<file path="config.mk">
export PLATFORM = sky130hd
export DESIGN_NAME = xif_dma_ctrl
export DESIGN_NICKNAME = d
export VERILOG_FILES = /design/src/hdl/xif_dma_isa_pkg.sv /design/src/hdl/xif_dma_reg_pkg.sv /design/src/hdl/xif_dma_inst_decoder.sv /design/src/hdl/xif_dma_cfg_regs.sv /design/src/hdl/xif_dma_fe_sequencer.sv /design/src/hdl/xif_dma_ctrl.sv
export VERILOG_INCLUDE_DIRS = /design/src /design/src/include
export SDC_FILE = /design/constraint.sdc
export NUM_CORES = 1
export LEC_CHECK = 0
export ABC_CLOCK_PERIOD_IN_PS = 2300
export BUFFER_PORTS_ARGS = -buffer_cell sky130_fd_sc_hd__buf_2
export CORE_MARGIN = 1.5
export CORE_UTILIZATION = 34
export DETAILED_ROUTE_END_ITERATION = 10
export GPL_TIMING_DRIVEN = 0
export MAX_ROUTING_LAYER = met4
export PLACE_DENSITY = 0.55
export SLEW_MARGIN = 5
export SYNTH_ARGS = -nofsm -noshare
export SYNTH_HDL_FRONTEND = slang
export SYNTH_SLANG_ARGS = --single-unit
</file>
<file path="constraint.sdc">
create_clock -name clk_cfg_g -period 2.3 [get_ports clk_cfg_g]
set_input_delay 0.115 -clock clk_cfg_g [delete_from_list [all_inputs] [get_ports clk_cfg_g]]
set_output_delay 0.115 -clock clk_cfg_g [all_outputs]
set_load 0.005 [all_outputs]
</file>
<file path="src/include/xif_dma_defines.svh">
/*
 * XIF DMA control definitions
 * Data and address widths, instruction field positions and the
 * byte offsets of the DMA front-end configuration registers
 */

`ifndef XIF_DMA_DEFINES_SVH
`define XIF_DMA_DEFINES_SVH

// **************************************
// Data paths
// **************************************

`define XIF_DMA_DATA_W  32
`define XIF_DMA_ADDR_W  32
`define XIF_DMA_INSTR_W 32

// **************************************
// Instruction fields
// **************************************

`define XIF_DMA_OPCODE_OFF 0
`define XIF_DMA_OPCODE_W   7
`define XIF_DMA_FUNC3_OFF  12   // Only meaningful for the SET opcode
`define XIF_DMA_FUNC3_W    3
`define XIF_DMA_DIR_OFF    31   // 0 moves toward local memory, 1 moves away from it
`define XIF_DMA_DIR_W      1
`define XIF_DMA_CONF_OFF   19   // Packed transfer options of the CONF instruction
`define XIF_DMA_CONF_W     12

// **************************************
// DMA front-end register map
// **************************************

`define XIF_DMA_REG_CONF_OFF     32'h0000_0000
`define XIF_DMA_REG_DST_ADDR_OFF 32'h0000_0004
`define XIF_DMA_REG_SRC_ADDR_OFF 32'h0000_0008
`define XIF_DMA_REG_LENGTH_OFF   32'h0000_000C
`define XIF_DMA_REG_NEXT_ID_OFF  32'h0000_0010  // Reading it launches the transfer
`define XIF_DMA_REG_DONE_ID_OFF  32'h0000_0014

`endif

</file>
<file path="src/hdl/xif_dma_isa_pkg.sv">
/*
 * XIF DMA instruction set types
 * Opcode and function encodings, the coprocessor issue handshake
 * payloads and the decoded update that goes to the register bank
 */

`include "xif_dma_defines.svh"

package xif_dma_isa_pkg;

  // Custom opcode space of the core
  typedef enum logic [`XIF_DMA_OPCODE_W-1:0] {
    CONF = 7'b101_1011,
    SET  = 7'b010_1011
  } dma_opcode_e;

  // Function field of the SET opcode
  typedef enum logic [`XIF_DMA_FUNC3_W-1:0] {
    SET_DA = 3'd0,  // Destination address
    SET_SA = 3'd1,  // Source address
    SET_L  = 3'd2,  // Length in bytes
    SET_S  = 3'd3   // Start the transfer
  } dma_func3_e;

  // Issue request from the core
  typedef struct packed {
    logic [`XIF_DMA_INSTR_W-1:0] instr;
    logic [`XIF_DMA_DATA_W-1:0]  rs0;
    logic                        rs_valid;  // Operand rs0 has been read
  } xif_issue_req_t;

  // Issue response back to the core
  typedef struct packed {
    logic accept;
  } xif_issue_rsp_t;

  // One cycle update of the staged configuration
  typedef struct packed {
    logic                       conf_we;
    logic                       dst_we;
    logic                       src_we;
    logic                       len_we;
    logic [`XIF_DMA_DATA_W-1:0] conf;       // Zero extended option field
    logic                       direction;
    logic [`XIF_DMA_DATA_W-1:0] value;      // Operand for the SET writes
  } cfg_update_t;

endpackage

</file>
<file path="src/hdl/xif_dma_reg_pkg.sv">
/*
 * XIF DMA register port types
 * Request and response of the DMA front-end configuration port,
 * the staged register bank and the sequencer states
 */

`include "xif_dma_defines.svh"

package xif_dma_reg_pkg;

  // Register request, held stable until ready
  typedef struct packed {
    logic [`XIF_DMA_ADDR_W-1:0] addr;
    logic                       write;
    logic [`XIF_DMA_DATA_W-1:0] wdata;
    logic                       valid;
  } dma_reg_req_t;

  // Register response, valid in the cycle of ready
  typedef struct packed {
    logic [`XIF_DMA_DATA_W-1:0] rdata;
    logic                       ready;
    logic                       error;
  } dma_reg_rsp_t;

  // Staged transfer configuration
  typedef struct packed {
    logic [`XIF_DMA_DATA_W-1:0] conf;
    logic                       direction;
    logic [`XIF_DMA_DATA_W-1:0] dst;
    logic [`XIF_DMA_DATA_W-1:0] src;
    logic [`XIF_DMA_DATA_W-1:0] len;
  } cfg_bank_t;

  // Front-end sequencer states
  typedef enum logic [3:0] {
    IDLE,
    WR_CFG, WR_DST, WR_SRC, WR_LEN,  // Configuration writes in map order
    START,                           // NEXT_ID read launches the transfer
    BUSY,                            // DONE_ID polling
    DONE
  } fe_state_e;

endpackage

</file>
<file path="src/hdl/xif_dma_inst_decoder.sv">
/*
 * XIF DMA instruction decoder
 * Classifies issued instructions, drives the issue handshake and
 * turns accepted CONF and SET instructions into bank updates
 */

`timescale 1ns/1ps

`include "xif_dma_defines.svh"

module xif_dma_inst_decoder
  import xif_dma_isa_pkg::*;
(
  input  logic           clk_cfg_g,
  input  logic           rst_ni,
  input  logic           issue_valid_i,
  input  xif_issue_req_t issue_req_i,
  output logic           issue_ready_o,
  output xif_issue_rsp_t issue_rsp_o,
  input  logic           start_pending_i,  // A transfer is waiting or running
  output cfg_update_t    cfg_update_o,
  output logic           start_req_o
);

  dma_opcode_e                opcode;
  dma_func3_e                 func3;
  logic [`XIF_DMA_CONF_W-1:0] conf_field;
  logic                       dir_bit;
  logic                       start_req_q;
  logic                       start_block;

  assign opcode     = dma_opcode_e'(issue_req_i.instr[`XIF_DMA_OPCODE_OFF +: `XIF_DMA_OPCODE_W]);
  assign func3      = dma_func3_e'(issue_req_i.instr[`XIF_DMA_FUNC3_OFF +: `XIF_DMA_FUNC3_W]);
  assign conf_field = issue_req_i.instr[`XIF_DMA_CONF_OFF +: `XIF_DMA_CONF_W];
  assign dir_bit    = issue_req_i.instr[`XIF_DMA_DIR_OFF +: `XIF_DMA_DIR_W];

  // A start just handed to the bank also blocks, so a second SET_S never
  // depends on when the bank latch becomes visible
  always_ff @(posedge clk_cfg_g or negedge rst_ni) begin
    if (!rst_ni) begin
      start_req_q <= 1'b0;
    end else begin
      start_req_q <= start_req_o;
    end
  end

  assign start_block = start_pending_i | start_req_q;

  always_comb begin : decode
    issue_ready_o          = 1'b0;
    issue_rsp_o            = '0;
    start_req_o            = 1'b0;
    cfg_update_o           = '0;
    cfg_update_o.conf      = {{(`XIF_DMA_DATA_W - `XIF_DMA_CONF_W){1'b0}}, conf_field};
    cfg_update_o.direction = dir_bit;
    cfg_update_o.value     = issue_req_i.rs0;

    if (issue_valid_i) begin
      case (opcode)
        CONF: begin
          issue_ready_o        = 1'b1;
          issue_rsp_o.accept   = 1'b1;
          cfg_update_o.conf_we = 1'b1;
        end
        SET: begin
          issue_rsp_o.accept = 1'b1;
          case (func3)
            SET_DA: begin
              issue_ready_o       = issue_req_i.rs_valid;  // Wait for the operand
              cfg_update_o.dst_we = issue_req_i.rs_valid;
            end
            SET_SA: begin
              issue_ready_o       = issue_req_i.rs_valid;
              cfg_update_o.src_we = issue_req_i.rs_valid;
            end
            SET_L: begin
              issue_ready_o       = issue_req_i.rs_valid;
              cfg_update_o.len_we = issue_req_i.rs_valid;
            end
            SET_S: begin
              issue_ready_o = ~start_block;  // One transfer at a time
              start_req_o   = ~start_block;
            end
            default: begin
              issue_ready_o      = 1'b1;  // Unknown function is refused
              issue_rsp_o.accept = 1'b0;
            end
          endcase
        end
        default: issue_ready_o = 1'b1;  // Not ours, answer at once with accept low
      endcase
    end
  end

endmodule

</file>
<file path="src/hdl/xif_dma_cfg_regs.sv">
/*
 * XIF DMA configuration register bank
 * Holds the staged transfer registers and the start latch between
 * the decoder and the front-end sequencer
 */

`timescale 1ns/1ps

module xif_dma_cfg_regs
  import xif_dma_isa_pkg::*;
  import xif_dma_reg_pkg::*;
(
  input  logic        clk_cfg_g,
  input  logic        rst_ni,
  input  logic        clear_i,
  input  cfg_update_t cfg_update_i,
  input  logic        start_req_i,
  input  logic        start_ack_i,
  output cfg_bank_t   cfg_bank_o,
  output logic        start_pending_o
);

  cfg_bank_t bank_q;
  logic      pending_q;

  // Staged registers, each with its own enable
  always_ff @(posedge clk_cfg_g or negedge rst_ni) begin
    if (!rst_ni) begin
      bank_q <= '0;
    end else if (clear_i) begin
      bank_q <= '0;
    end else begin
      if (cfg_update_i.conf_we) begin
        bank_q.conf      <= cfg_update_i.conf;
        bank_q.direction <= cfg_update_i.direction;
      end
      if (cfg_update_i.dst_we) bank_q.dst <= cfg_update_i.value;
      if (cfg_update_i.src_we) bank_q.src <= cfg_update_i.value;
      if (cfg_update_i.len_we) bank_q.len <= cfg_update_i.value;
    end
  end

  // **************************************
  // Start latch
  // **************************************

  // Set by SET_S and held until the sequencer closes the transfer
  always_ff @(posedge clk_cfg_g or negedge rst_ni) begin
    if (!rst_ni) begin
      pending_q <= 1'b0;
    end else if (clear_i) begin
      pending_q <= 1'b0;
    end else if (start_req_i) begin
      pending_q <= 1'b1;  // A new request wins over a same cycle acknowledge
    end else if (start_ack_i) begin
      pending_q <= 1'b0;
    end
  end

  assign cfg_bank_o      = bank_q;
  assign start_pending_o = pending_q;

endmodule

</file>
<file path="src/hdl/xif_dma_fe_sequencer.sv">
/*
 * XIF DMA front-end sequencer
 * Writes the staged registers to the DMA configuration port, reads
 * the transfer ID, polls for completion and reports status
 */

`timescale 1ns/1ps

`include "xif_dma_defines.svh"

module xif_dma_fe_sequencer
  import xif_dma_reg_pkg::*;
(
  input  logic         clk_cfg_g,
  input  logic         rst_ni,
  input  logic         clear_i,
  input  cfg_bank_t    cfg_bank_i,
  input  logic         start_pending_i,
  output logic         start_ack_o,
  output dma_reg_req_t reg_req_o,
  input  dma_reg_rsp_t reg_rsp_i,
  output logic         start_o,
  output logic         busy_o,
  output logic         done_o,
  output logic         error_o
);

  fe_state_e                  state_q, state_d;
  logic [`XIF_DMA_DATA_W-1:0] next_id_q, next_id_d;

  logic [`XIF_DMA_ADDR_W-1:0] wr_addr;
  logic [`XIF_DMA_DATA_W-1:0] wr_data;
  fe_state_e                  wr_next;

  // **************************************
  // Write target of each write state
  // **************************************

  always_comb begin : wr_target
    wr_addr = `XIF_DMA_REG_CONF_OFF;
    wr_data = cfg_bank_i.conf;
    wr_next = WR_DST;
    case (state_q)
      WR_DST: begin
        wr_addr = `XIF_DMA_REG_DST_ADDR_OFF;
        wr_data = cfg_bank_i.dst;
        wr_next = WR_SRC;
      end
      WR_SRC: begin
        wr_addr = `XIF_DMA_REG_SRC_ADDR_OFF;
        wr_data = cfg_bank_i.src;
        wr_next = WR_LEN;
      end
      WR_LEN: begin
        wr_addr = `XIF_DMA_REG_LENGTH_OFF;
        wr_data = cfg_bank_i.len;
        wr_next = START;
      end
      default: ;  // WR_CFG keeps the defaults
    endcase
  end

  // **************************************
  // Sequencer FSM
  // **************************************

  always_comb begin : fe_fsm
    state_d     = state_q;
    next_id_d   = next_id_q;
    reg_req_o   = '0;
    start_ack_o = 1'b0;
    start_o     = 1'b0;
    busy_o      = 1'b0;
    done_o      = 1'b0;
    error_o     = 1'b0;

    case (state_q)
      IDLE: begin
        if (start_pending_i) state_d = WR_CFG;
      end
      WR_CFG, WR_DST, WR_SRC, WR_LEN: begin
        reg_req_o.addr  = wr_addr;
        reg_req_o.write = 1'b1;
        reg_req_o.wdata = wr_data;
        reg_req_o.valid = 1'b1;
        if (reg_rsp_i.ready) begin
          if (reg_rsp_i.error) begin
            error_o     = 1'b1;
            start_ack_o = 1'b1;  // Transfer is abandoned
            state_d     = IDLE;
          end else begin
            state_d = wr_next;
          end
        end
      end
      START: begin
        start_o         = 1'b1;
        reg_req_o.addr  = `XIF_DMA_REG_NEXT_ID_OFF;
        reg_req_o.valid = 1'b1;
        if (reg_rsp_i.ready) begin
          // A zero ID means the front-end refused the configuration
          if (reg_rsp_i.error || reg_rsp_i.rdata == '0) begin
            error_o     = 1'b1;
            start_ack_o = 1'b1;
            state_d     = IDLE;
          end else begin
            next_id_d = reg_rsp_i.rdata;
            state_d   = BUSY;
          end
        end
      end
      BUSY: begin
        busy_o          = 1'b1;
        reg_req_o.addr  = `XIF_DMA_REG_DONE_ID_OFF;
        reg_req_o.valid = 1'b1;
        if (reg_rsp_i.ready) begin
          if (reg_rsp_i.error) begin
            error_o     = 1'b1;
            start_ack_o = 1'b1;
            state_d     = IDLE;
          end else if (reg_rsp_i.rdata == next_id_q) begin
            state_d = DONE;  // Our transfer has completed
          end
        end
      end
      DONE: begin
        done_o      = 1'b1;
        start_ack_o = 1'b1;  // Frees the latch for the next SET_S
        state_d     = IDLE;
      end
      default: state_d = IDLE;
    endcase
  end

  always_ff @(posedge clk_cfg_g or negedge rst_ni) begin
    if (!rst_ni) begin
      state_q   <= IDLE;
      next_id_q <= `XIF_DMA_DATA_W'(1);
    end else if (clear_i) begin
      state_q   <= IDLE;
      next_id_q <= `XIF_DMA_DATA_W'(1);
    end else begin
      state_q   <= state_d;
      next_id_q <= next_id_d;
    end
  end

endmodule

</file>
<file path="src/hdl/xif_dma_ctrl.sv">
/*
 * XIF DMA control top level
 * Connects the instruction decoder, the configuration register bank
 * and the front-end sequencer
 */

`timescale 1ns/1ps

module xif_dma_ctrl
  import xif_dma_isa_pkg::*;
  import xif_dma_reg_pkg::*;
(
  input  logic           clk_cfg_g,
  input  logic           rst_ni,
  input  logic           clear_i,
  input  logic           issue_valid_i,
  input  xif_issue_req_t issue_req_i,
  output logic           issue_ready_o,
  output xif_issue_rsp_t issue_rsp_o,
  output dma_reg_req_t   reg_req_o,
  input  dma_reg_rsp_t   reg_rsp_i,
  output logic           direction_o,  // Direction bit of the last CONF
  output logic           start_o,
  output logic           busy_o,
  output logic           done_o,
  output logic           error_o
);

  cfg_update_t cfg_update;
  logic        start_req;
  logic        start_ack;
  logic        start_pending;
  cfg_bank_t   cfg_bank;

  xif_dma_inst_decoder u_decoder (
    .clk_cfg_g       (clk_cfg_g),
    .rst_ni          (rst_ni),
    .issue_valid_i   (issue_valid_i),
    .issue_req_i     (issue_req_i),
    .issue_ready_o   (issue_ready_o),
    .issue_rsp_o     (issue_rsp_o),
    .start_pending_i (start_pending),
    .cfg_update_o    (cfg_update),
    .start_req_o     (start_req)
  );

  xif_dma_cfg_regs u_cfg_regs (
    .clk_cfg_g       (clk_cfg_g),
    .rst_ni          (rst_ni),
    .clear_i         (clear_i),
    .cfg_update_i    (cfg_update),
    .start_req_i     (start_req),
    .start_ack_i     (start_ack),
    .cfg_bank_o      (cfg_bank),
    .start_pending_o (start_pending)
  );

  xif_dma_fe_sequencer u_sequencer (
    .clk_cfg_g       (clk_cfg_g),
    .rst_ni          (rst_ni),
    .clear_i         (clear_i),
    .cfg_bank_i      (cfg_bank),
    .start_pending_i (start_pending),
    .start_ack_o     (start_ack),
    .reg_req_o       (reg_req_o),
    .reg_rsp_i       (reg_rsp_i),
    .start_o         (start_o),
    .busy_o          (busy_o),
    .done_o          (done_o),
    .error_o         (error_o)
  );

  assign direction_o = cfg_bank.direction;

endmodule

</file>
==> flow_metrics.env <==
export IMPL_holdWs_ps=54.4
export IMPL_ys_top_cells_by_area="dfrtp_1 (50%), nand2_1 (12%), a21oi_1 (8.4%), xnor2_1 (4.0%), a22o_1 (3.7%)"
export IMPL_wirelength_um=22600
export IMPL_rsz0062_at_grt="false"
export IMPL_synth_largest_area_cell="dfrtp_1"
export IMPL_yosysMostFrequentCell="nand2_1"
export IMPL_vias_per_cell=4.83
export IMPL_synth_ff_type="dfrtp_1"
export IMPL_grt_total_usage_pct=21.3
export IMPL_dieArea_mm2=0.0224
export IMPL_start_util_pct=34.7
export IMPL_fin_util_pct=47.3
export IMPL_num_rows=53
export IMPL_cpMaxStageDelayCell="dfrtp_2"
export IMPL_status="complete, no violations"
export IMPL_critical_path_class="reg2out"
export IMPL_powerDensity_mw_per_mm2=645
export IMPL_p_leak_uw=0.00461
export IMPL_yosys_warnings=0
export IMPL_finClkSkew_ps=5.60
export IMPL_async_flop_share_pct=100
export IMPL_grt_pass1_wl_um=35800
export IMPL_synthToLayoutAreaGrowth_pct=36.4
export IMPL_worstPathArrival_ps=2060
export IMPL_grt_pass1_vias=6609
export IMPL_met3_usage_pct=3.38
export IMPL_nFillCells=2055
export IMPL_die_y_um=150
export IMPL_clock_sinks=146
export IMPL_antenna_found_initial=3
export IMPL_ant_nets=0
export IMPL_setup_tns_ps=0
export IMPL_remaining_drc_errors=0
export IMPL_synth_edf_count=0
export IMPL_synth_area_per_cell_um2=8.70
export IMPL_fmax_mhz=459
export IMPL_setup_violations=0
export IMPL_detailed_place_hpwl_um=15500
export IMPL_fin_crit_sh_pct=94.6
export IMPL_met2_usage_pct=32.6
export IMPL_vdd_drop_max_uv=492
export IMPL_drive_gt1_share_pct=23.1
export IMPL_grt_overflow_total=0
export IMPL_io_buffers=136
export IMPL_required_ps=2180
export IMPL_slew_headroom_pct=52.2
export IMPL_min_period_ps=2180
export IMPL_maxCapViolations=0
export IMPL_numCtsBuffers=17
export IMPL_hold_violations=0
export IMPL_syn_cell_area_mm2=0.00731
export IMPL_clk_latency_ps=420
export IMPL_min_path_type="in2reg"
export IMPL_cp_cell_sequence="clkbuf_4 -> nand2_1 -> clkbuf_4 -> nor2_1 -> nor3_1 -> a21oi_1 -> nor2_1 -> buf_2"
export IMPL_drtIter0Drc=368
export IMPL_cts_root_buf="clkbuf_16"
export IMPL_cts_tree="built"
export IMPL_endpoint_kind="output port"
export IMPL_fin_nets=1205
export IMPL_cp_start_kind="flip-flop"
export IMPL_yosys_register_bits=146
export IMPL_top_usage_layer="met2"
export IMPL_grt_start_max_net_pins=101
export IMPL_cp_max_fo=10
export IMPL_wire_per_inst_um=16.2
export IMPL_tightest_slew_ps=717
export IMPL_core_area_mm2=0.0211
export IMPL_vias=6724
export IMPL_cts_clk_slew_worst_paths_ps=60
export IMPL_htreeDepth=4
export IMPL_chipWidth_um=150
export IMPL_synth_top_area_share_pct=49.6
export IMPL_cts_setup_buffers=0
export IMPL_slowest_delay_ps=450
export IMPL_first_pass_iters=4
export IMPL_synth_seq_area_share_pct=50.0
export IMPL_yosys_top_cells_count="nand2_1 (225), dfrtp_1 (145), a21oi_1 (123), nor2_1 (61)"
export IMPL_synthCells=840
export IMPL_routabilityCongestion=0.784
export IMPL_slew_violations=0
export IMPL_yosysUniqueCellTypes=44
export IMPL_io_pins=176
export IMPL_use_met1_pct=29.0
export IMPL_clock_path_buffers=2
==> power by group <==
| part | internal, uW | switching [uW] |
|---|---|---|
| clock | 1820 | 1120 |
| sequential | 2580 | 11.8 |
| combinational | 373 | 534 |
==> metrics by stage <==
step | setup slack [ps] | total power (uW) | cell area (um2) | cells
3_3_place_gp | -1250 | 3400 | 8440 | 1279
4_1_cts | 2.24 | 6480 | 9920 | 1389
2_1_floorplan | 607 | 3020 | 7420 | 868
5_1_grt | 2.23 | 6690 | 9970 | 1392
6_report | 123 | 6440 | 9970 | 1392
3_5_place_dp | 12.4 | 3410 | 8480 | 1280
==> final timing paths <==
kind                                                   to                startpoint  depth (start not counted)  slack, ps
worst max-delay path                         reg_req_o[5]    u_sequencer.state_q[1]                          8        120
max in group asynchronous        u_cfg_regs.cfg_bank_o[2]                    rst_ni                          3       1300
worst min-delay path            u_cfg_regs.cfg_bank_o[64]           issue_req_i[46]                          4         50
worst min register to register   u_sequencer.next_id_q[0]  u_sequencer.next_id_q[0]                          2        480
worst max register to register  u_sequencer.next_id_q[28]    u_sequencer.state_q[2]                          6        350
min in group asynchronous       u_cfg_regs.cfg_bank_o[58]                    rst_ni                          2        170
==> per-layer routing <==
metal  wire [um]  up-vias
li1            -     3322
met1       10700     3190
met2       10400      190
met3        1120       22
met4         361        0
met5           0        -
==> cell families after synthesis <==
family          synth area share (%)
simple gates                    20.3
compound gates                  17.0
flops                           50.0
buf+inv                         6.98
xor+xnor                        3.95
mux                             1.78
other cells                   0.0513
==> critical path, delay by kind of cell (launching register included) <==
kind	cells	cell delay (ps)
buf+inv	3	590
compound gates	1	60
simple gates	4	530
flops	1	450
==> flip-flops by register name (all words and copies together) (netlist names) <==
| name | cells |
|---|---|
| u_decoder.start_req_q | 1 |
| u_sequencer.next_id_q | 32 |
| u_cfg_regs.cfg_bank_o | 109 |
| u_cfg_regs.start_pending_o | 1 |
| u_sequencer.state_q | 3 |
==> layout make-up <==
class	instances	area [um2]	share of cell area, %
multi-input combinational	628	3300	33.1
inverter	6	22.5	0.226
antenna	3	7.51	0.0753
clock inverter	12	184	1.84
timing repair buffer	215	1500	15.0
sequential	146	3660	36.7
tap	275	344	3.45
buffer	88	526	5.27
clock buffer	19	433	4.34
==> repair_timing <==
item / in CTS / in global routing
hold buffers: 78 / 0
endpoints found under the setup margin: 33 / 27
gates resized for setup: 23 / 18
hold endpoints to repair: 187 / 0
==> cell usage in the layout, fill, tap and decap left out, types with 4 or more instances in the layout <==
cell type      count
nand2_1          225
buf_2            157
dfrtp_1          144
a21oi_1          123
dlygate4sd3_1     78
nor2_1            59
xnor2_1           33
a22o_1            31
buf_4             30
conb_1            29
o21ai_0           22
clkbuf_1          21
a22oi_1           21
clkbuf_16         17
mux2i_1           13
nand4_1           11
nor3_1            10
nor4_1            10
clkbuf_2           8
clkbuf_4           6
nor3_2             6
inv_1              6
clkinv_4           4
bufinv_16          4
Note: power is estimated with default switching activity, not from simulation.
